<file path="src/hdl/udp_tx_macros.svh">
`ifndef UDP_TX_MACROS_SVH
`define UDP_TX_MACROS_SVH

// Stream and frame geometry
`define WORD_W         16
`define PAYLOAD_BITS   256
`define PAYLOAD_WORDS  16
`define HDR_WORDS      25   // Preamble/SFD, Ethernet, IPv4 and UDP
`define FCS_WORDS      2
`define GAP_CYCLES     6    // 12 bytes of idle
`define QUEUE_DEPTH    4

// Fixed lengths for a 32 byte payload
`define IP_TOTAL_LEN   16'd60
`define UDP_LEN        16'd40

// Header field values after reset
`define RESET_DST_MAC  48'h0000_0000_0001
`define RESET_SRC_MAC  48'h0000_0000_0000
`define RESET_DST_IP   32'h0000_0001
`define RESET_SRC_IP   32'h0000_0000
`define RESET_DST_PORT 16'h0001
`define RESET_SRC_PORT 16'h0000
`define RESET_TTL      8'd64

`endif

</file>
<file path="src/hdl/udp_tx_pkg.sv">
package udp_tx_pkg;

	// Framer sequencing
	typedef enum logic [2:0]
	{
		IDLE,
		SEND_HDR,
		SEND_DATA,
		SEND_FCS,
		SEND_GAP
	} tx_state_e;

	// Configuration register map
	typedef enum logic [3:0]
	{
		REG_DST_MAC_HI = 4'd0,
		REG_DST_MAC_LO = 4'd1,
		REG_SRC_MAC_HI = 4'd2,
		REG_SRC_MAC_LO = 4'd3,
		REG_SRC_IP     = 4'd4,
		REG_DST_IP     = 4'd5,
		REG_PORTS      = 4'd6,   // Source port high, destination port low
		REG_ID_TTL     = 4'd7
	} cfg_reg_e;

endpackage

</file>
<file path="src/hdl/hdr_cfg_if.sv">
`timescale 1ns/100ps

interface hdr_cfg_if;

	logic [47:0] dst_mac;
	logic [47:0] src_mac;
	logic [31:0] src_ip;
	logic [31:0] dst_ip;
	logic [15:0] src_port;
	logic [15:0] dst_port;
	logic [15:0] ip_id;
	logic [7:0]  ttl;
	logic [15:0] ip_checksum;   // Registered with the fields

	modport cfg
	(
		output dst_mac, src_mac, src_ip, dst_ip, src_port, dst_port, ip_id, ttl, ip_checksum
	);

	modport framer
	(
		input dst_mac, src_mac, src_ip, dst_ip, src_port, dst_port, ip_id, ttl, ip_checksum
	);

endinterface

</file>
<file path="src/hdl/udp_cfg_regs.sv">
`timescale 1ns/100ps
`include "udp_tx_macros.svh"

module udp_cfg_regs
(
	input  logic                 clk,
	input  logic                 rst_n,
	input  logic                 cfg_wr,
	input  udp_tx_pkg::cfg_reg_e cfg_addr,
	input  logic [31:0]          cfg_wdata,
	hdr_cfg_if.cfg               hdr
);
	import udp_tx_pkg::*;

	logic [47:0] nxt_dst_mac, nxt_src_mac;
	logic [31:0] nxt_src_ip, nxt_dst_ip;
	logic [15:0] nxt_src_port, nxt_dst_port, nxt_ip_id;
	logic [7:0]  nxt_ttl;

	// One's-complement header sum, checksum word taken as zero
	function automatic logic [15:0] ip_cksum(input logic [31:0] sip, input logic [31:0] dip,
		input logic [15:0] id, input logic [7:0] t);
		logic [31:0] s;
		s = 32'h4500 + `IP_TOTAL_LEN + id + 32'h4000 + {t, 8'd17};
		s = s + sip[31:16] + sip[15:0] + dip[31:16] + dip[15:0];
		s = s[15:0] + s[31:16];   // Fold carries
		s = s[15:0] + s[31:16];   // Second fold catches the last carry
		return ~s[15:0];
	endfunction

	//////////////////////////////////////////////////
	// Write decode
	always_comb
	begin
		nxt_dst_mac  = hdr.dst_mac;
		nxt_src_mac  = hdr.src_mac;
		nxt_src_ip   = hdr.src_ip;
		nxt_dst_ip   = hdr.dst_ip;
		nxt_src_port = hdr.src_port;
		nxt_dst_port = hdr.dst_port;
		nxt_ip_id    = hdr.ip_id;
		nxt_ttl      = hdr.ttl;
		if (cfg_wr)
		begin
			case (cfg_addr)
				REG_DST_MAC_HI: nxt_dst_mac[47:32] = cfg_wdata[15:0];
				REG_DST_MAC_LO: nxt_dst_mac[31:0]  = cfg_wdata;
				REG_SRC_MAC_HI: nxt_src_mac[47:32] = cfg_wdata[15:0];
				REG_SRC_MAC_LO: nxt_src_mac[31:0]  = cfg_wdata;
				REG_SRC_IP:     nxt_src_ip         = cfg_wdata;
				REG_DST_IP:     nxt_dst_ip         = cfg_wdata;
				REG_PORTS:
				begin
					nxt_src_port = cfg_wdata[31:16];
					nxt_dst_port = cfg_wdata[15:0];
				end
				REG_ID_TTL:
				begin
					nxt_ip_id = cfg_wdata[31:16];
					nxt_ttl   = cfg_wdata[7:0];
				end
				default: ;   // Unmapped addresses ignored
			endcase
		end
	end

	always_ff @(posedge clk)
	begin
		if (!rst_n)
		begin
			hdr.dst_mac     <= `RESET_DST_MAC;
			hdr.src_mac     <= `RESET_SRC_MAC;
			hdr.src_ip      <= `RESET_SRC_IP;
			hdr.dst_ip      <= `RESET_DST_IP;
			hdr.src_port    <= `RESET_SRC_PORT;
			hdr.dst_port    <= `RESET_DST_PORT;
			hdr.ip_id       <= 16'h0000;
			hdr.ttl         <= `RESET_TTL;
			hdr.ip_checksum <= ip_cksum(`RESET_SRC_IP, `RESET_DST_IP, 16'h0000, `RESET_TTL);
		end
		else
		begin
			hdr.dst_mac     <= nxt_dst_mac;
			hdr.src_mac     <= nxt_src_mac;
			hdr.src_ip      <= nxt_src_ip;
			hdr.dst_ip      <= nxt_dst_ip;
			hdr.src_port    <= nxt_src_port;
			hdr.dst_port    <= nxt_dst_port;
			hdr.ip_id       <= nxt_ip_id;
			hdr.ttl         <= nxt_ttl;
			hdr.ip_checksum <= ip_cksum(nxt_src_ip, nxt_dst_ip, nxt_ip_id, nxt_ttl);
		end
	end

endmodule

</file>
<file path="src/hdl/payload_queue.sv">
`timescale 1ns/100ps
`include "udp_tx_macros.svh"

module payload_queue
(
	input  logic                     clk,
	input  logic                     rst_n,
	input  logic [`PAYLOAD_BITS-1:0] wr_data,
	input  logic                     wr_en,
	input  logic                     pop,
	output logic [`PAYLOAD_BITS-1:0] head,
	output logic                     empty,
	output logic                     drop
);

	localparam int PTR_W = $clog2(`QUEUE_DEPTH);
	localparam logic [PTR_W-1:0] LAST = PTR_W'(`QUEUE_DEPTH - 1);

	logic [`PAYLOAD_BITS-1:0] mem [`QUEUE_DEPTH];
	logic [PTR_W-1:0] wr_ptr, rd_ptr;
	logic [PTR_W:0]   count;
	logic             full, do_wr, do_rd;

	assign full  = (count == (PTR_W+1)'(`QUEUE_DEPTH));
	assign empty = (count == '0);
	assign head  = mem[rd_ptr];   // Fall-through head
	assign do_wr = wr_en && !full;
	assign do_rd = pop && !empty;

	always_ff @(posedge clk)
	begin
		if (do_wr)
			mem[wr_ptr] <= wr_data;
	end

	//////////////////////////////////////////////////
	// Pointers and occupancy
	always_ff @(posedge clk)
	begin
		if (!rst_n)
		begin
			wr_ptr <= '0;
			rd_ptr <= '0;
			count  <= '0;
			drop   <= 1'b0;
		end
		else
		begin
			drop <= wr_en && full;   // Refused write
			if (do_wr)
				wr_ptr <= (wr_ptr == LAST) ? '0 : wr_ptr + 1'b1;
			if (do_rd)
				rd_ptr <= (rd_ptr == LAST) ? '0 : rd_ptr + 1'b1;
			if (do_wr && !do_rd)
				count <= count + 1'b1;
			else if (do_rd && !do_wr)
				count <= count - 1'b1;
		end
	end

endmodule

</file>
<file path="src/hdl/crc32_eth.sv">
`timescale 1ns/100ps
`include "udp_tx_macros.svh"

module crc32_eth
(
	input  logic               clk,
	input  logic               rst_n,
	input  logic               crc_init,
	input  logic               crc_en,
	input  logic [`WORD_W-1:0] crc_data,
	output logic [31:0]        crc_value
);

	logic [31:0] crc;
	logic [31:0] fcs;

	// Reflected CRC-32, one byte, LSB first
	function automatic logic [31:0] crc_byte(input logic [31:0] c, input logic [7:0] b);
		logic [31:0] r;
		r = c ^ {24'h0, b};
		for (int i = 0; i < 8; i++)
			r = r[0] ? ((r >> 1) ^ 32'hEDB8_8320) : (r >> 1);
		return r;
	endfunction

	always_ff @(posedge clk)
	begin
		if (!rst_n)
			crc <= 32'hFFFF_FFFF;
		else if (crc_init)
			crc <= 32'hFFFF_FFFF;
		else if (crc_en)
			crc <= crc_byte(crc_byte(crc, crc_data[15:8]), crc_data[7:0]);   // High byte first
	end

	// Wire order: FCS byte 0 leads in bits 15..8 of the first word
	assign fcs       = ~crc;
	assign crc_value = {fcs[7:0], fcs[15:8], fcs[23:16], fcs[31:24]};

endmodule

</file>
<file path="src/hdl/udp_frame_tx.sv">
`timescale 1ns/100ps
`include "udp_tx_macros.svh"

module udp_frame_tx
(
	input  logic                     clk,
	input  logic                     rst_n,
	hdr_cfg_if.framer                hdr,
	input  logic [`PAYLOAD_BITS-1:0] head,
	input  logic                     empty,
	output logic                     pop,
	output logic                     crc_init,
	output logic                     crc_en,
	output logic [`WORD_W-1:0]       crc_data,
	input  logic [31:0]              crc_value,
	output logic [`WORD_W-1:0]       tx_data,
	output logic                     tx_valid,
	output logic                     tx_sof,
	output logic                     tx_eof
);
	import udp_tx_pkg::*;

	localparam logic [4:0] PRE_WORDS = 5'd4;   // Preamble and SFD, kept out of the CRC

	tx_state_e                state;
	logic [4:0]               cnt;
	logic [`PAYLOAD_BITS-1:0] payload;
	logic [`WORD_W-1:0]       hdr_word;
	logic [`WORD_W-1:0]       data_word;

	//////////////////////////////////////////////////
	// Header word select
	always_comb
	begin
		case (cnt)
			5'd0, 5'd1, 5'd2: hdr_word = 16'h5555;
			5'd3:  hdr_word = 16'h55D5;   // Last preamble byte, then SFD
			5'd4:  hdr_word = hdr.dst_mac[47:32];
			5'd5:  hdr_word = hdr.dst_mac[31:16];
			5'd6:  hdr_word = hdr.dst_mac[15:0];
			5'd7:  hdr_word = hdr.src_mac[47:32];
			5'd8:  hdr_word = hdr.src_mac[31:16];
			5'd9:  hdr_word = hdr.src_mac[15:0];
			5'd10: hdr_word = 16'h0800;   // IPv4 EtherType
			5'd11: hdr_word = 16'h4500;
			5'd12: hdr_word = `IP_TOTAL_LEN;
			5'd13: hdr_word = hdr.ip_id;
			5'd14: hdr_word = 16'h4000;   // DF set
			5'd15: hdr_word = {hdr.ttl, 8'd17};
			5'd16: hdr_word = hdr.ip_checksum;
			5'd17: hdr_word = hdr.src_ip[31:16];
			5'd18: hdr_word = hdr.src_ip[15:0];
			5'd19: hdr_word = hdr.dst_ip[31:16];
			5'd20: hdr_word = hdr.dst_ip[15:0];
			5'd21: hdr_word = hdr.src_port;
			5'd22: hdr_word = hdr.dst_port;
			5'd23: hdr_word = `UDP_LEN;
			default: hdr_word = 16'h0000;   // UDP checksum unused
		endcase
	end

	assign data_word = payload[`PAYLOAD_BITS-1 -: `WORD_W];

	// Queue pop and CRC feed track the word registered this edge
	assign pop      = (state == IDLE) && !empty;
	assign crc_init = pop;
	assign crc_en   = ((state == SEND_HDR) && (cnt >= PRE_WORDS)) || (state == SEND_DATA);
	assign crc_data = (state == SEND_DATA) ? data_word : hdr_word;

	always_ff @(posedge clk)
	begin
		if (pop)
			payload <= head;
		else if (state == SEND_DATA)
			payload <= payload << `WORD_W;
	end

	//////////////////////////////////////////////////
	// Frame sequencing
	always_ff @(posedge clk)
	begin
		if (!rst_n)
		begin
			state    <= IDLE;
			cnt      <= '0;
			tx_data  <= '0;
			tx_valid <= 1'b0;
			tx_sof   <= 1'b0;
			tx_eof   <= 1'b0;
		end
		else
		begin
			tx_sof <= 1'b0;
			tx_eof <= 1'b0;
			case (state)
				IDLE:
				begin
					tx_data  <= '0;
					tx_valid <= 1'b0;
					cnt      <= '0;
					if (!empty)
						state <= SEND_HDR;
				end
				SEND_HDR:
				begin
					tx_data  <= hdr_word;
					tx_valid <= 1'b1;
					tx_sof   <= (cnt == '0);
					cnt      <= (cnt == 5'(`HDR_WORDS - 1)) ? '0 : cnt + 1'b1;
					if (cnt == 5'(`HDR_WORDS - 1))
						state <= SEND_DATA;
				end
				SEND_DATA:
				begin
					tx_data <= data_word;
					cnt     <= (cnt == 5'(`PAYLOAD_WORDS - 1)) ? '0 : cnt + 1'b1;
					if (cnt == 5'(`PAYLOAD_WORDS - 1))
						state <= SEND_FCS;
				end
				SEND_FCS:
				begin
					tx_data <= (cnt == '0) ? crc_value[31:16] : crc_value[15:0];
					tx_eof  <= (cnt == 5'(`FCS_WORDS - 1));
					cnt     <= (cnt == 5'(`FCS_WORDS - 1)) ? '0 : cnt + 1'b1;
					if (cnt == 5'(`FCS_WORDS - 1))
						state <= SEND_GAP;
				end
				SEND_GAP:
				begin
					tx_data  <= '0;
					tx_valid <= 1'b0;   // Inter-packet gap
					cnt      <= cnt + 1'b1;
					if (cnt == 5'(`GAP_CYCLES - 1))
						state <= IDLE;
				end
				default: state <= IDLE;
			endcase
		end
	end

endmodule

</file>
<file path="src/hdl/udp_tx_top.sv">
`timescale 1ns/100ps
`include "udp_tx_macros.svh"

module udp_tx_top
(
	input  logic                     clk,
	input  logic                     rst_n,
	input  logic                     cfg_wr,
	input  logic [3:0]               cfg_addr,
	input  logic [31:0]              cfg_wdata,
	input  logic [`PAYLOAD_BITS-1:0] send_package,
	input  logic                     send_valid,
	output logic                     drop,
	output logic [`WORD_W-1:0]       tx_data,
	output logic                     tx_valid,
	output logic                     tx_sof,
	output logic                     tx_eof
);
	import udp_tx_pkg::*;

	logic [`PAYLOAD_BITS-1:0] head;
	logic                     empty, pop;
	logic                     crc_init, crc_en;
	logic [`WORD_W-1:0]       crc_data;
	logic [31:0]              crc_value;

	hdr_cfg_if hdr_if ();

	udp_cfg_regs u_regs
	(
		.clk       (clk),
		.rst_n     (rst_n),
		.cfg_wr    (cfg_wr),
		.cfg_addr  (cfg_reg_e'(cfg_addr)),
		.cfg_wdata (cfg_wdata),
		.hdr       (hdr_if.cfg)
	);

	payload_queue u_queue
	(
		.clk     (clk),
		.rst_n   (rst_n),
		.wr_data (send_package),
		.wr_en   (send_valid),
		.pop     (pop),
		.head    (head),
		.empty   (empty),
		.drop    (drop)
	);

	crc32_eth u_crc
	(
		.clk       (clk),
		.rst_n     (rst_n),
		.crc_init  (crc_init),
		.crc_en    (crc_en),
		.crc_data  (crc_data),
		.crc_value (crc_value)
	);

	udp_frame_tx u_framer
	(
		.clk       (clk),
		.rst_n     (rst_n),
		.hdr       (hdr_if.framer),
		.head      (head),
		.empty     (empty),
		.pop       (pop),
		.crc_init  (crc_init),
		.crc_en    (crc_en),
		.crc_data  (crc_data),
		.crc_value (crc_value),
		.tx_data   (tx_data),
		.tx_valid  (tx_valid),
		.tx_sof    (tx_sof),
		.tx_eof    (tx_eof)
	);

endmodule

</file>
<file path="config.mk">
export PLATFORM = sky130hd
export DESIGN_NAME = udp_tx_top
export DESIGN_NICKNAME = d
export VERILOG_FILES = /design/src/hdl/udp_tx_pkg.sv /design/src/hdl/hdr_cfg_if.sv /design/src/hdl/udp_cfg_regs.sv /design/src/hdl/payload_queue.sv /design/src/hdl/crc32_eth.sv /design/src/hdl/udp_frame_tx.sv /design/src/hdl/udp_tx_top.sv
export VERILOG_INCLUDE_DIRS = /design/src /design/src/hdl
export SDC_FILE = /design/constraint.sdc
export NUM_CORES = 2
export LEC_CHECK = 0
export BUFFER_PORTS_ARGS = -buffer_cell sky130_fd_sc_hd__buf_2
export CORE_MARGIN = 2
export CORE_UTILIZATION = 55
export DETAILED_ROUTE_END_ITERATION = 8
export GPL_ROUTABILITY_DRIVEN = 0
export GPL_TIMING_DRIVEN = 0
export PLACE_DENSITY_LB_ADDON = 0.15
export SETUP_SLACK_MARGIN = 0.4
export SYNTH_ARGS = -nofsm -noshare
export SYNTH_HDL_FRONTEND = slang
export SYNTH_SLANG_ARGS = --single-unit
export TNS_END_PERCENT = 5
</file>
<file path="constraint.sdc">
create_clock -name clk -period 11.7 [get_ports clk]
set_input_delay 0.585 -clock clk [delete_from_list [all_inputs] [get_ports clk]]
set_output_delay 0.585 -clock clk [all_outputs]
set_load 0.1 [all_outputs]
</file>
==> results.cfg <==
[synthesis]
syn_nets = 4498
syn_avg_cell_area_um2 = 16.4
synth_seq_area_share = 0.666
synth_cells = 4084
synth_cell_types = 106
synth-seq-cells = 1581
ys.flop_type = edfxtp_1
syn_area_mm2 = 0.0668
yosys_warnings = 0
synthArstFlopShare = 0
netlist_top_cells_area = edfxtp_1 (58%), dfxtp_1 (9.0%), mux4_2 (8.6%)
synth_top_area_cell = edfxtp_1
synth_edf_count = 1280
synth_top_area_frac = 0.575

[floorplan]
chipWidth_um = 353
die-height_um = 353
start_util = 0.556
io_pins = 316
row_count = 127
core_area_mm2 = 0.120
die-area_mm2 = 0.124

[global_route]
grt_pass1_vias = 39500
grt_pass1_wl_um = 264000
track_usage = 0.290
grt_start_max_net_pins = 65
grt_antenna_before_repair = 37
grt_overflow = 0

[route]
drc = 6
vias_per_cell = 5.97
wl_per_cell_um = 27.4
vias = 39300
drt_iter0_markers = 4590
dr.pass1.iters = 8
postRouteWirelength_um = 180000
ant_nets = 0

[sta]
layout_setup_ws_ns = 1.02
worst_pin_slew_ns = 1.49
fmax_mhz = 93.6
whs_ns = 0.0459
skew_ns = 0.0344
layout_worst_path_cycle_share = 0.913
drv_slew = 1
finalHoldViolCount = 0
rsz0062_at_grt = false
setup_violations = 0
fin_crit_ns = 10.68
slew_headroom = -0.00154

[clock_network]
clk_latency_ns = 0.79
cts_tree = yes
clockBufferDepth = 3
clk_pin_slew_ns = 0.06
cts_setup_buffers = 0
cts_buffers = 162
h-tree-depth = 4
root_buffer = clkbuf_16
clkSinkCount = 1581

[min_path]
hold_path_depth = 1
holdPathEnd = u_queue.mem[0][244]$_DFFE_PP_
min_from = send_package[244]
worstHoldPathType = in -> reg

[placed_design]
dpl_cell_area_mm2 = 0.0711
dp_slack_ns = -0.618
portBuffers = 313
post-dp-hpwl_um = 125000

[setup_path]
crit_buf_inv = 5
cp-end-kind = flop
reg2regPathDepth = 41
crit_slowest_cell = fa_1
r2r_setup_slack_ns = 2.02
cp_top_family = simple AND/OR/NAND/NOR gates
required_ns = 12.32
cpMostUsedCell = ha_1
cp.arrival_ns = 11.30
rr_startpoint = u_regs.hdr.ip_id[2]$_SDFF_PN0_
r2r_end = u_regs.hdr.ip_checksum[11]$_SDFF_PN1_
crit_type = in -> reg
slowest_delay_ns = 0.58
critPathMaxFanout = 10
start_kind = input pin

[final_layout]
drive_gt1_frac = 0.250
nFillCells = 8541
final_common_cell = edfxtp_1
final_nets = 5237
final_cell_mix = edfxtp_1 (1280), nand2_1 (380), buf_2 (336), mux2_2 (322), dfxtp_1 (301)
area_growth_pct = 17.8
final_cell_area_mm2 = 0.0787

[status]
outcome = finished with violations
violations = design-rule violations, max-capacitance violations, max-slew violations

[power_and_ir_drop]
ir_drop_uv = 160
p_per_area_mw_per_mm2 = 223
p_leak_nw = 27.1

[flow_run]
maxCapViolCount = 1
synthesized netlist by cell type (9+ instances only):
cell	count
fa_1	58
mux2_2	322
or2_2	9
a32oi_1	10
nor4_1	11
a22oi_1	29
mux4_2	256
nor2_1	68
a21o_1	12
and3_1	11
xnor2_1	99
nor3_1	26
a21boi_0	134
and2_1	87
ha_1	60
or3_1	13
dfxtp_1	301
nand2_1	381
nor2b_1	57
o211ai_1	39
inv_1	100
edfxtp_1	1280
buf_2	22
buf_1	33
nand3b_1	28
nand2b_1	23
mux2i_1	56
nand3_1	48
a22o_1	12
clkbuf_1	156
xor2_1	44
a21oi_1	61
o21ai_0	42
how the worst max path moves through the flow:
stage | from | endpoint | cells after the start
floorplan | cfg_addr[0] | u_regs.hdr.ip_checksum[15]$_SDFF_PN0_ | 40
global placement | u_framer.state[0]$_SDFFE_PN0P_ | u_framer.payload[44]$_DFFE_PP_ | 6
detailed placement | cfg_addr[0] | u_regs.hdr.ip_checksum[15]$_SDFF_PN0_ | 40
CTS | cfg_addr[0] | u_regs.hdr.ip_checksum[15]$_SDFF_PN0_ | 40
global route | cfg_addr[0] | u_regs.hdr.ip_checksum[11]$_SDFF_PN1_ | 46
finish | cfg_addr[0] | u_regs.hdr.ip_checksum[11]$_SDFF_PN1_ | 46
cell families (layout without fill, tap and decap cells):
| family | Yosys count | count (layout) | share of synthesized area |
|---|---|---|---|
| AO/OA/AOI/OAI | 443 | 443 | 0.0493 |
| XOR/XNOR | 167 | 167 | 0.0265 |
| adder cells (fa/ha/maj) | 118 | 118 | 0.0286 |
| buffers and inverters | 324 | 1195 | 0.0197 |
| flip-flops | 1581 | 1581 | 0.666 |
| multiplexers | 634 | 634 | 0.149 |
| other | 0 | 15 | 0 |
| AND/OR/NAND/NOR | 817 | 817 | 0.0612 |
through the flow:
step	TNS, ns	std cells	utilization	total power, mW
2_1_floorplan	0	4084	-	11.1
3_3_place_gp	-1548.78	6009	0.586	12.7
3_5_place_dp	-3.58	6034	0.592	12.6
4_1_cts	0	6567	0.655	17.7
5_1_grt	0	6575	0.655	18.2
6_report	0	6582	0.655	17.5
power breakdown:
group / switching (mW) / total, mW / internal [mW]
Sequential: 0.345 / 7.67 / 7.32
Combinational: 2.63 / 4.86 / 2.23
Clock: 2.16 / 5.02 / 2.85
area by class of cell:
type | instances | area, µm² | share of cell area
clock buffer | 218 | 4430 | 0.0563
sequential | 1581 | 44500 | 0.565
clock inverter | 78 | 756 | 0.00960
timing repair buffer | 575 | 4610 | 0.0586
antenna | 15 | 37.5 | 0.000477
multi-input combinational | 2179 | 21100 | 0.268
buffer | 224 | 947 | 0.0120
tap | 1612 | 2020 | 0.0256
inverter | 100 | 375 | 0.00477
timing repair:
action / in CTS / in global routing
endpoints found under the hold margin: 912 / 0
hold buffers: 237 / 0
endpoints found under the setup margin: 5 / 10
resized for setup: 2 / 7
state kept, by name, indices dropped and copies added, names as in the netlist, 3 cells and up, named ones only:
register	flops
u_crc.crc	32
u_framer.cnt	5
u_framer.payload	256
u_framer.state	3
u_framer.tx_data	16
u_queue.count	3
u_queue.mem	1024
u_regs.hdr.dst_ip	32
u_regs.hdr.dst_mac	48
u_regs.hdr.dst_port	16
u_regs.hdr.ip_checksum	16
u_regs.hdr.ip_id	16
u_regs.hdr.src_ip	32
u_regs.hdr.src_mac	48
u_regs.hdr.src_port	16
u_regs.hdr.ttl	8
per-layer routing:
layer / vias up / part of all wire / GRT usage
met5: - / 0.0014 / 0
li1: 17100 / - / -
met3: 496 / 0.084 / 0.0647
met1: 19800 / 0.40 / 0.389
met2: 1828 / 0.47 / 0.457
met4: 42 / 0.050 / 0.127
(Power assumes the default switching activity.)
